File: src/verilog/hash_map_cfg.svh
// Size and hash settings of the key-to-data store
`ifndef HASH_MAP_CFG_SVH
`define HASH_MAP_CFG_SVH

// Width of a key
`define HM_KEY_BITS 32

// Width of the data stored with each key
`define HM_DAT_BITS 8

// Bucket-head entries, addressed by the low hash bits
`define HM_BUCKETS 8

// Chain nodes for colliding keys
// Address 0 marks the end of a chain, so one entry less is usable
`define HM_CHAIN_NODES 8

// CRC-32 generator polynomial, normal form
`define HM_CRC_POLY 32'h04C11DB7

`endif

File: src/verilog/hash_map_pkg.sv
// Package with the opcode, address, node, request and response types of the store
`default_nettype none
`include "hash_map_cfg.svh"

package hash_map_pkg;

  typedef enum logic [1:0] {
    OP_LOOKUP = 2'd0,
    OP_ADD    = 2'd1,
    OP_CLEAR  = 2'd2
  } opcode_t;

  typedef logic [$clog2(`HM_BUCKETS)-1:0]     bucket_addr_t;
  typedef logic [$clog2(`HM_CHAIN_NODES)-1:0] chain_addr_t;

  // Same layout in the bucket-head memory and the chain memory
  typedef struct packed {
    logic [`HM_KEY_BITS-1:0] key;
    logic [`HM_DAT_BITS-1:0] dat;
    chain_addr_t             nxt;
    logic                    used;
  } node_t;

  typedef struct packed {
    opcode_t                 op;
    logic [`HM_KEY_BITS-1:0] key;
    logic [`HM_DAT_BITS-1:0] dat;
  } req_t;

  // dat is the stored data of a found key (the old data on an overwrite), else zero
  typedef struct packed {
    logic [`HM_DAT_BITS-1:0] dat;
    logic                    found;
    logic                    full;
  } rsp_t;

endpackage

`default_nettype wire

File: src/verilog/key_hash.sv
// Key hasher: combinational CRC-32 fold of the key, registered bucket index and strobe
`default_nettype none
`include "hash_map_cfg.svh"

module key_hash (
  input  logic                       i_clk,
  input  logic                       coll_ram_rst,
  input  logic                       i_start,
  input  logic [`HM_KEY_BITS-1:0]    i_key,
  output hash_map_pkg::bucket_addr_t o_bucket,
  output logic                       o_hash_val
);
  import hash_map_pkg::*;

  localparam int CRC_BITS = 32;

  logic [CRC_BITS-1:0] crc_c;

  // Bit-serial CRC unrolled over the key
  // Zero start value, MSB first, no reflection, no final inversion
  always_comb begin
    crc_c = '0;
    for (int i = `HM_KEY_BITS - 1; i >= 0; i--) begin
      if (crc_c[CRC_BITS-1] ^ i_key[i]) begin
        crc_c = (crc_c << 1) ^ `HM_CRC_POLY;
      end else begin
        crc_c = crc_c << 1;
      end
    end
  end

  // Index is only the low bits of the CRC
  always_ff @(posedge i_clk) begin
    o_bucket <= crc_c[$bits(bucket_addr_t)-1:0];
  end

  always_ff @(posedge i_clk) begin
    if (!coll_ram_rst) begin
      o_hash_val <= 1'b0;
    end else begin
      o_hash_val <= i_start;
    end
  end

endmodule

`default_nettype wire

File: src/verilog/node_alloc.sv
// Chain-node allocator: counter over the free chain addresses with an exhaustion flag
`default_nettype none
`include "hash_map_cfg.svh"

module node_alloc (
  input  logic                      i_clk,
  input  logic                      coll_ram_rst,
  input  logic                      i_take,
  input  logic                      i_restart,
  output hash_map_pkg::chain_addr_t o_free_addr,
  output logic                      o_empty
);
  import hash_map_pkg::*;

  // Address 0 never leaves the pool, it terminates every chain
  localparam chain_addr_t FIRST_ADDR = chain_addr_t'(1);
  localparam chain_addr_t LAST_ADDR  = chain_addr_t'(`HM_CHAIN_NODES - 1);

  chain_addr_t next_q;
  logic        empty_q;

  // Nodes are never returned one by one, so the pool only shrinks until a restart
  always_ff @(posedge i_clk) begin
    if (!coll_ram_rst || i_restart) begin
      next_q  <= FIRST_ADDR;
      empty_q <= 1'b0;
    end else if (i_take && !empty_q) begin
      if (next_q == LAST_ADDR) begin
        // Saturate on the last address
        empty_q <= 1'b1;
      end else begin
        next_q <= next_q + chain_addr_t'(1);
      end
    end
  end

  assign o_free_addr = next_q;
  assign o_empty     = empty_q;

endmodule

`default_nettype wire

File: src/verilog/node_ram.sv
// Node memory: single-port RAM of node_t entries with write at the edge and registered read
`default_nettype none

module node_ram #(
  parameter int DEPTH = 8
) (
  input  logic                     i_clk,
  input  logic [$clog2(DEPTH)-1:0] i_addr,
  input  logic                     i_we,
  input  hash_map_pkg::node_t      i_wr,
  output hash_map_pkg::node_t      o_rd
);
  import hash_map_pkg::*;

  node_t mem [DEPTH];

  always_ff @(posedge i_clk) begin
    if (i_we) begin
      mem[i_addr] <= i_wr;
    end
  end

  // Read returns the old entry when the same address is written
  always_ff @(posedge i_clk) begin
    o_rd <= mem[i_addr];
  end

endmodule

`default_nettype wire

File: src/verilog/chain_walker.sv
// Request FSM: hashes the key, reads the bucket head, walks the chain, writes nodes, clears
`default_nettype none
`include "hash_map_cfg.svh"

module chain_walker (
  input  logic                       i_clk,
  input  logic                       coll_ram_rst,
  input  hash_map_pkg::req_t         i_req,
  input  logic                       i_req_val,
  output logic                       o_rdy,
  output hash_map_pkg::rsp_t         o_rsp,
  output logic                       o_rsp_val,
  output logic                       o_hash_start,
  output logic [`HM_KEY_BITS-1:0]    o_hash_key,
  input  hash_map_pkg::bucket_addr_t i_bucket,
  input  logic                       i_hash_val,
  input  hash_map_pkg::chain_addr_t  i_free_addr,
  input  logic                       i_empty,
  output logic                       o_take,
  output logic                       o_restart,
  output hash_map_pkg::bucket_addr_t o_head_addr,
  output logic                       o_head_we,
  output hash_map_pkg::node_t        o_head_wr,
  input  hash_map_pkg::node_t        i_head_rd,
  output hash_map_pkg::chain_addr_t  o_chain_addr,
  output logic                       o_chain_we,
  output hash_map_pkg::node_t        o_chain_wr,
  input  hash_map_pkg::node_t        i_chain_rd
);
  import hash_map_pkg::*;

  typedef enum logic [2:0] {
    ST_IDLE,
    ST_HASH,
    ST_HEAD,
    ST_WALK,
    ST_CLEAR
  } state_t;

  localparam bucket_addr_t LAST_BUCKET = bucket_addr_t'(`HM_BUCKETS - 1);

  state_t       state_q;
  req_t         req_q;
  bucket_addr_t bkt_q;
  chain_addr_t  chain_addr_q;
  logic         wait_q;
  logic         link_q;
  logic         accept;
  logic         head_hit;
  logic         chain_hit;

  function automatic rsp_t mk_rsp(input logic [`HM_DAT_BITS-1:0] rd_dat,
                                  input logic hit, input logic no_room);
    return '{dat: rd_dat, found: hit, full: no_room};
  endfunction

  // Node holding the request's key and data at the end of a chain
  function automatic node_t fresh_node(input req_t r);
    return '{key: r.key, dat: r.dat, nxt: '0, used: 1'b1};
  endfunction

  assign accept       = o_rdy && i_req_val;
  assign o_hash_start = accept && (i_req.op != OP_CLEAR);
  assign o_hash_key   = i_req.key;

  // The head read is issued while the hash is valid, later accesses use the latched bucket
  assign o_head_addr  = (state_q == ST_HASH) ? i_bucket : bkt_q;
  assign o_chain_addr = chain_addr_q;

  assign head_hit  = i_head_rd.used && (i_head_rd.key == req_q.key);
  assign chain_hit = i_chain_rd.used && (i_chain_rd.key == req_q.key);

  always_ff @(posedge i_clk) begin
    if (!coll_ram_rst) begin
      // Reset runs the same sequence as a clear request
      state_q    <= ST_CLEAR;
      bkt_q      <= '0;
      o_rdy      <= 1'b0;
      o_rsp_val  <= 1'b0;
      o_head_we  <= 1'b0;
      o_chain_we <= 1'b0;
      o_take     <= 1'b0;
      o_restart  <= 1'b0;
      wait_q     <= 1'b0;
      link_q     <= 1'b0;
    end else begin
      o_rsp_val  <= 1'b0;
      o_head_we  <= 1'b0;
      o_chain_we <= 1'b0;
      o_take     <= 1'b0;
      o_restart  <= 1'b0;

      case (state_q)
        ST_IDLE: begin
          // Ready comes back one cycle after the response strobe
          if (!o_rdy) begin
            o_rdy <= 1'b1;
          end else if (accept) begin
            o_rdy <= 1'b0;
            req_q <= i_req;
            if (i_req.op == OP_CLEAR) begin
              bkt_q   <= '0;
              state_q <= ST_CLEAR;
            end else begin
              state_q <= ST_HASH;
            end
          end
        end

        ST_HASH: begin
          if (i_hash_val) begin
            bkt_q   <= i_bucket;
            state_q <= ST_HEAD;
          end
        end

        ST_HEAD: begin
          if (!i_head_rd.used) begin
            // Empty bucket, an add fills the head directly
            if (req_q.op == OP_ADD) begin
              o_head_we <= 1'b1;
              o_head_wr <= fresh_node(req_q);
            end
            o_rsp     <= mk_rsp('0, 1'b0, 1'b0);
            o_rsp_val <= 1'b1;
            state_q   <= ST_IDLE;
          end else if (head_hit) begin
            if (req_q.op == OP_ADD) begin
              o_head_we     <= 1'b1;
              o_head_wr     <= i_head_rd;
              o_head_wr.dat <= req_q.dat;
            end
            o_rsp     <= mk_rsp(i_head_rd.dat, 1'b1, 1'b0);
            o_rsp_val <= 1'b1;
            state_q   <= ST_IDLE;
          end else if (i_head_rd.nxt != '0) begin
            chain_addr_q <= i_head_rd.nxt;
            wait_q       <= 1'b1;
            state_q      <= ST_WALK;
          end else if (req_q.op == OP_ADD && !i_empty) begin
            // Head and new node sit in different memories, so both go in one cycle
            o_head_we     <= 1'b1;
            o_head_wr     <= i_head_rd;
            o_head_wr.nxt <= i_free_addr;
            o_chain_we    <= 1'b1;
            chain_addr_q  <= i_free_addr;
            o_chain_wr    <= fresh_node(req_q);
            o_take        <= 1'b1;
            o_rsp         <= mk_rsp('0, 1'b0, 1'b0);
            o_rsp_val     <= 1'b1;
            state_q       <= ST_IDLE;
          end else begin
            // Lookup miss, or an add with no chain node left
            o_rsp     <= mk_rsp('0, 1'b0, req_q.op == OP_ADD);
            o_rsp_val <= 1'b1;
            state_q   <= ST_IDLE;
          end
        end

        ST_WALK: begin
          if (link_q) begin
            // Tail was relinked last cycle, now store the new node itself
            link_q       <= 1'b0;
            o_chain_we   <= 1'b1;
            chain_addr_q <= i_free_addr;
            o_chain_wr   <= fresh_node(req_q);
            o_take       <= 1'b1;
            o_rsp        <= mk_rsp('0, 1'b0, 1'b0);
            o_rsp_val    <= 1'b1;
            state_q      <= ST_IDLE;
          end else if (wait_q) begin
            // One cycle of read latency per node
            wait_q <= 1'b0;
          end else if (chain_hit) begin
            if (req_q.op == OP_ADD) begin
              o_chain_we     <= 1'b1;
              o_chain_wr     <= i_chain_rd;
              o_chain_wr.dat <= req_q.dat;
            end
            o_rsp     <= mk_rsp(i_chain_rd.dat, 1'b1, 1'b0);
            o_rsp_val <= 1'b1;
            state_q   <= ST_IDLE;
          end else if (i_chain_rd.nxt != '0) begin
            chain_addr_q <= i_chain_rd.nxt;
            wait_q       <= 1'b1;
          end else if (req_q.op == OP_ADD && !i_empty) begin
            o_chain_we     <= 1'b1;
            o_chain_wr     <= i_chain_rd;
            o_chain_wr.nxt <= i_free_addr;
            link_q         <= 1'b1;
          end else begin
            o_rsp     <= mk_rsp('0, 1'b0, req_q.op == OP_ADD);
            o_rsp_val <= 1'b1;
            state_q   <= ST_IDLE;
          end
        end

        ST_CLEAR: begin
          // First cycle arms the write, then one bucket per cycle
          o_head_wr <= '0;
          o_head_we <= 1'b1;
          if (o_head_we) begin
            if (bkt_q == LAST_BUCKET) begin
              o_head_we <= 1'b0;
              o_restart <= 1'b1;
              state_q   <= ST_IDLE;
            end else begin
              bkt_q <= bkt_q + bucket_addr_t'(1);
            end
          end
        end

        default: begin
          state_q <= ST_IDLE;
        end
      endcase
    end
  end

endmodule

`default_nettype wire

File: src/verilog/hash_map.sv
// Top level of the store: hasher, allocator, chain walker, bucket-head and chain memories
`default_nettype none
`include "hash_map_cfg.svh"

module hash_map (
  input  logic               i_clk,
  input  logic               coll_ram_rst,
  input  hash_map_pkg::req_t i_req,
  input  logic               i_req_val,
  output logic               o_rdy,
  output hash_map_pkg::rsp_t o_rsp,
  output logic               o_rsp_val,
  output logic               o_cfg_full
);
  import hash_map_pkg::*;

  logic                    hash_start;
  logic [`HM_KEY_BITS-1:0] hash_key;
  bucket_addr_t            bucket;
  logic                    hash_val;
  chain_addr_t             free_addr;
  logic                    empty;
  logic                    take;
  logic                    restart;
  bucket_addr_t            head_addr;
  logic                    head_we;
  node_t                   head_wr;
  node_t                   head_rd;
  chain_addr_t             chain_addr;
  logic                    chain_we;
  node_t                   chain_wr;
  node_t                   chain_rd;

  key_hash u_key_hash (
    .i_clk        (i_clk),
    .coll_ram_rst (coll_ram_rst),
    .i_start      (hash_start),
    .i_key        (hash_key),
    .o_bucket     (bucket),
    .o_hash_val   (hash_val)
  );

  node_alloc u_node_alloc (
    .i_clk        (i_clk),
    .coll_ram_rst (coll_ram_rst),
    .i_take       (take),
    .i_restart    (restart),
    .o_free_addr  (free_addr),
    .o_empty      (empty)
  );

  chain_walker u_chain_walker (
    .i_clk        (i_clk),
    .coll_ram_rst (coll_ram_rst),
    .i_req        (i_req),
    .i_req_val    (i_req_val),
    .o_rdy        (o_rdy),
    .o_rsp        (o_rsp),
    .o_rsp_val    (o_rsp_val),
    .o_hash_start (hash_start),
    .o_hash_key   (hash_key),
    .i_bucket     (bucket),
    .i_hash_val   (hash_val),
    .i_free_addr  (free_addr),
    .i_empty      (empty),
    .o_take       (take),
    .o_restart    (restart),
    .o_head_addr  (head_addr),
    .o_head_we    (head_we),
    .o_head_wr    (head_wr),
    .i_head_rd    (head_rd),
    .o_chain_addr (chain_addr),
    .o_chain_we   (chain_we),
    .o_chain_wr   (chain_wr),
    .i_chain_rd   (chain_rd)
  );

  node_ram #(.DEPTH(`HM_BUCKETS)) head_ram (
    .i_clk  (i_clk),
    .i_addr (head_addr),
    .i_we   (head_we),
    .i_wr   (head_wr),
    .o_rd   (head_rd)
  );

  node_ram #(.DEPTH(`HM_CHAIN_NODES)) chain_ram (
    .i_clk  (i_clk),
    .i_addr (chain_addr),
    .i_we   (chain_we),
    .i_wr   (chain_wr),
    .o_rd   (chain_rd)
  );

  // Full as long as the allocator has no node left
  assign o_cfg_full = empty;

endmodule

`default_nettype wire

File: config.mk
export PLATFORM = sky130hd
export DESIGN_NAME = hash_map
export DESIGN_NICKNAME = d
export VERILOG_FILES = /design/src/verilog/hash_map_pkg.sv /design/src/verilog/key_hash.sv /design/src/verilog/node_alloc.sv /design/src/verilog/node_ram.sv /design/src/verilog/chain_walker.sv /design/src/verilog/hash_map.sv
export VERILOG_INCLUDE_DIRS = /design/src /design/src/verilog
export SDC_FILE = /design/constraint.sdc
export NUM_CORES = 1
export LEC_CHECK = 0
export BUFFER_PORTS_ARGS = -buffer_cell sky130_fd_sc_hd__buf_4
export CORE_MARGIN = 2
export CORE_UTILIZATION = 67
export CTS_BUF_LIST = sky130_fd_sc_hd__clkbuf_16
export DETAILED_ROUTE_END_ITERATION = 6
export HOLD_SLACK_MARGIN = 0.02
export PLACE_DENSITY = 0.93
export SKIP_LAST_GASP = 1
export SLEW_MARGIN = 20
export SYNTH_ARGS = -nofsm -noshare
export SYNTH_HDL_FRONTEND = slang
export SYNTH_SLANG_ARGS = --single-unit
File: constraint.sdc
create_clock -name i_clk -period 8.1 [get_ports i_clk]
set_clock_uncertainty 0.15 [all_clocks]
set_input_delay 0.81 -clock i_clk [delete_from_list [all_inputs] [get_ports i_clk]]
set_output_delay 0.81 -clock i_clk [all_outputs]
set_load 0.02 [all_outputs]
==> results.yml <==
global_routing:
  grt_max_degree: 98
  antenna_found_initial: 1
  grt_pass1_vias: 22000
  grt_pass1_wl_microns: 141000
  grt_overflow: 0
  grt_use_total_pct: 34.4
clock_tree:
  cts_buffers: 87
  cts_hold_buf: 0
  ctsResizeCount: 0
  clockBufferDepth: 3
  cts_setup_buffers: 0
  clk_pin_slew_ns: 0.06
  clk_latency_ns: 0.66
  cts-root-buf: "clkbuf_16"
  cts_tree: "done"
  cts_max_level: 3
  cts.sinks: 957
setup_path:
  path_buf_inv: 1
  startpoint_type: "flop"
  cp.required_ns: 8.21
  crit_arrival_ns: 5.05
  worstSetupPathType: "flop to flop"
  cp_cell_sequence: "nor3b_2 > mux2i_4 > nand2_1 > nor3_2 > buf_4"
  critPathMaxStageDelay_ns: 0.96
  end_kind: "flop"
  rrSetupSlack_ns: 3.16
  cpMaxStageDelayCell: "nor3b_2"
  cp_max_fo: 33
  crit_family: "simple AND/OR/NAND/NOR gates"
die:
  die_x_microns: 238
  dieArea_sq_um: 56500
  io_pins: 58
  core_area_sq_um: 53900
  num_rows: 85
  chipHeight_microns: 238
  initial_core_util_pct: 67.8
synthesis:
  ys_warn_count: 0
  synth_edf_count: 847
  synth-seq-cells: 957
  synth_fp_nets: 2370
  ys.flop_type: "edfxtp_1"
  yosysTopAreaCell: "edfxtp_1"
  synth_cells: 2321
  synth-async-reset-ratio_pct: 0
  synth_top_area_share_pct: 69.6
  synth.distinct_cells: 56
  syn_area_per_cell_sq_um: 15.8
  synth_area_sq_um: 36600
  synthTopCellsByArea: "edfxtp_1 (70%), dfxtp_1 (6.0%), mux4_2 (5.5%), nand2_1 (5.2%), nand3_1 (3.0%)"
  seq_area_frac_synth_pct: 75.6
routing:
  vias: 22100
  drt_iter0_markers: 4305
  drc: 7
  wl_microns: 95200
  wire_per_inst_microns: 30.1
  via_per_inst: 6.97
  antenna_left: 0
  firstDrtPassIters: 7
sta:
  setup_tns_ns: 0
  slew_viol_final: 0
  setup_viol: 0
  rsz0062_at_grt: "false"
  period_share_pct: 61.0
  max_freq_mhz: 202
  hold_violations: 0
  max_slew_margin_pct: 19.6
  fin_crit_ns: 4.94
  tightest_slew_ns: 1.21
finish:
  areaGrowthSynthToFinish_pct: 11.1
  nets: 2446
  seq_area_sq_um: 27600
  drive_above_1_share_pct: 16.9
  n_antenna_cell: 0
  multiInputGateArea_sq_um: 8470
  num-fill-cells: 2410
worst_hold_path:
  hp-class: "primary input to flop"
power:
  leakage_nw: 14.2
  ir_drop_mv: 0.338
  p_per_area_nw_per_um2: 254
  p_total_w: 0.0103
placement:
  gp_congestion: 0.896
  hpwl_microns: 51000
  port-buffer-count: 57
flow_run:
  maxCapViolations: 0
status:
  violations: "DRC"
  status: "finished, violations left"
==> layout make-up <==
type                    count  area share [%]
clock buffers              93            5.73
clock inverters            70            1.33
inverters                   7          0.0647
multi-input cells        1243            20.8
flip-flops and latches    957            68.0
well taps                 696            2.14
repair buffers            101            1.87
==> power breakdown <==
group | switching [W] | internal (W) | leakage [nW] | total [W]
Sequential | 0.000103 | 0.00545 | 8.67 | 0.00555
Clock | 0.00182 | 0.00233 | 1.48 | 0.00415
Combinational | 0.000446 | 0.000189 | 4.03 | 0.000635
==> synthesized netlist by cell type, types with 17 or more instances <==
| cell type | number |
|---|---|
| nor3_1 | 17 |
| mux4_2 | 90 |
| nand2_1 | 502 |
| clkbuf_1 | 37 |
| o21ai_1 | 39 |
| xor2_1 | 41 |
| nand3_1 | 218 |
| edfxtp_1 | 847 |
| buf_2 | 54 |
| xnor2_1 | 55 |
| nor2_1 | 62 |
| mux2i_1 | 46 |
| dfxtp_1 | 110 |
| mux2_2 | 53 |
==> final timing paths <==
check                                  from                        to  cells past startpoint
hold / removal                    i_req[40]  u_chain_walker.req_q[40]                      1
setup reg to reg  u_chain_walker.state_q[0]        head_ram.mem[1][8]                      5
setup / recovery  u_chain_walker.state_q[0]        head_ram.mem[1][8]                      5
hold reg to reg       u_chain_walker.o_take      u_node_alloc.o_empty                      2
==> metrics by stage <==
stage / hold slack (ns) / setup slack (ns) / util (%) / cell area, sq um / cells
after floorplan: 0.298 / 3.01 / - / 36600 / 2321
after global placement: 0.331 / 3.80 / 70.0 / 37800 / 3004
after detailed placement: 0.338 / 3.50 / 70.0 / 37800 / 3004
after CTS: 0.176 / 3.37 / 75.4 / 40600 / 3167
after global routing: 0.191 / 3.06 / 75.4 / 40600 / 3167
final: 0.195 / 3.16 / 75.4 / 40600 / 3167
==> logic make-up (layout without fill, tap and decap cells) <==
kind of cell	Yosys count	in the layout	share of synthesized area (%)
AOI/OAI and AO/OA	95	95	1.64
xor gates and xnor gates	96	96	2.30
adders and majority gates	4	4	0.137
buffers and inverters	121	271	1.63
DFF	957	957	75.6
muxes	192	192	8.58
and+or+nand+nor	856	856	10.1
==> metal layers <==
metal | wire, microns | vias up | global-route usage [%]
met1 | 30800 | 10700 | 44.8
met5 | 0 | - | 0
met2 | 45100 | 2208 | 54.2
li1 | - | 8757 | -
met4 | 5260 | 0 | 16.8
met3 | 14000 | 428 | 9.72
==> state kept, by name, indices dropped and copies added (netlist names), 10 cells and up <==
register / cells
u_chain_walker.o_rsp: 10
u_chain_walker.o_head_wr: 44
u_chain_walker.req_q: 42
chain_ram.mem: 352
chain_ram.o_rd: 44
head_ram.mem: 352
head_ram.o_rd: 44
u_chain_walker.o_chain_wr: 44
==> cell usage in the layout, fill, tap and decap left out, drive strengths merged, types with 41 or more instances in the layout <==
| cell | count |
|---|---|
| buf | 101 |
| clkbuf | 93 |
| dfxtp | 110 |
| edfxtp | 847 |
| mux2 | 54 |
| mux2i | 48 |
| mux4 | 90 |
| nand2 | 504 |
| nand3 | 219 |
| nor2 | 65 |
| o21ai | 53 |
| xnor2 | 55 |
| xor2 | 41 |
No activity file was read; power rests on OpenSTA's default activity.
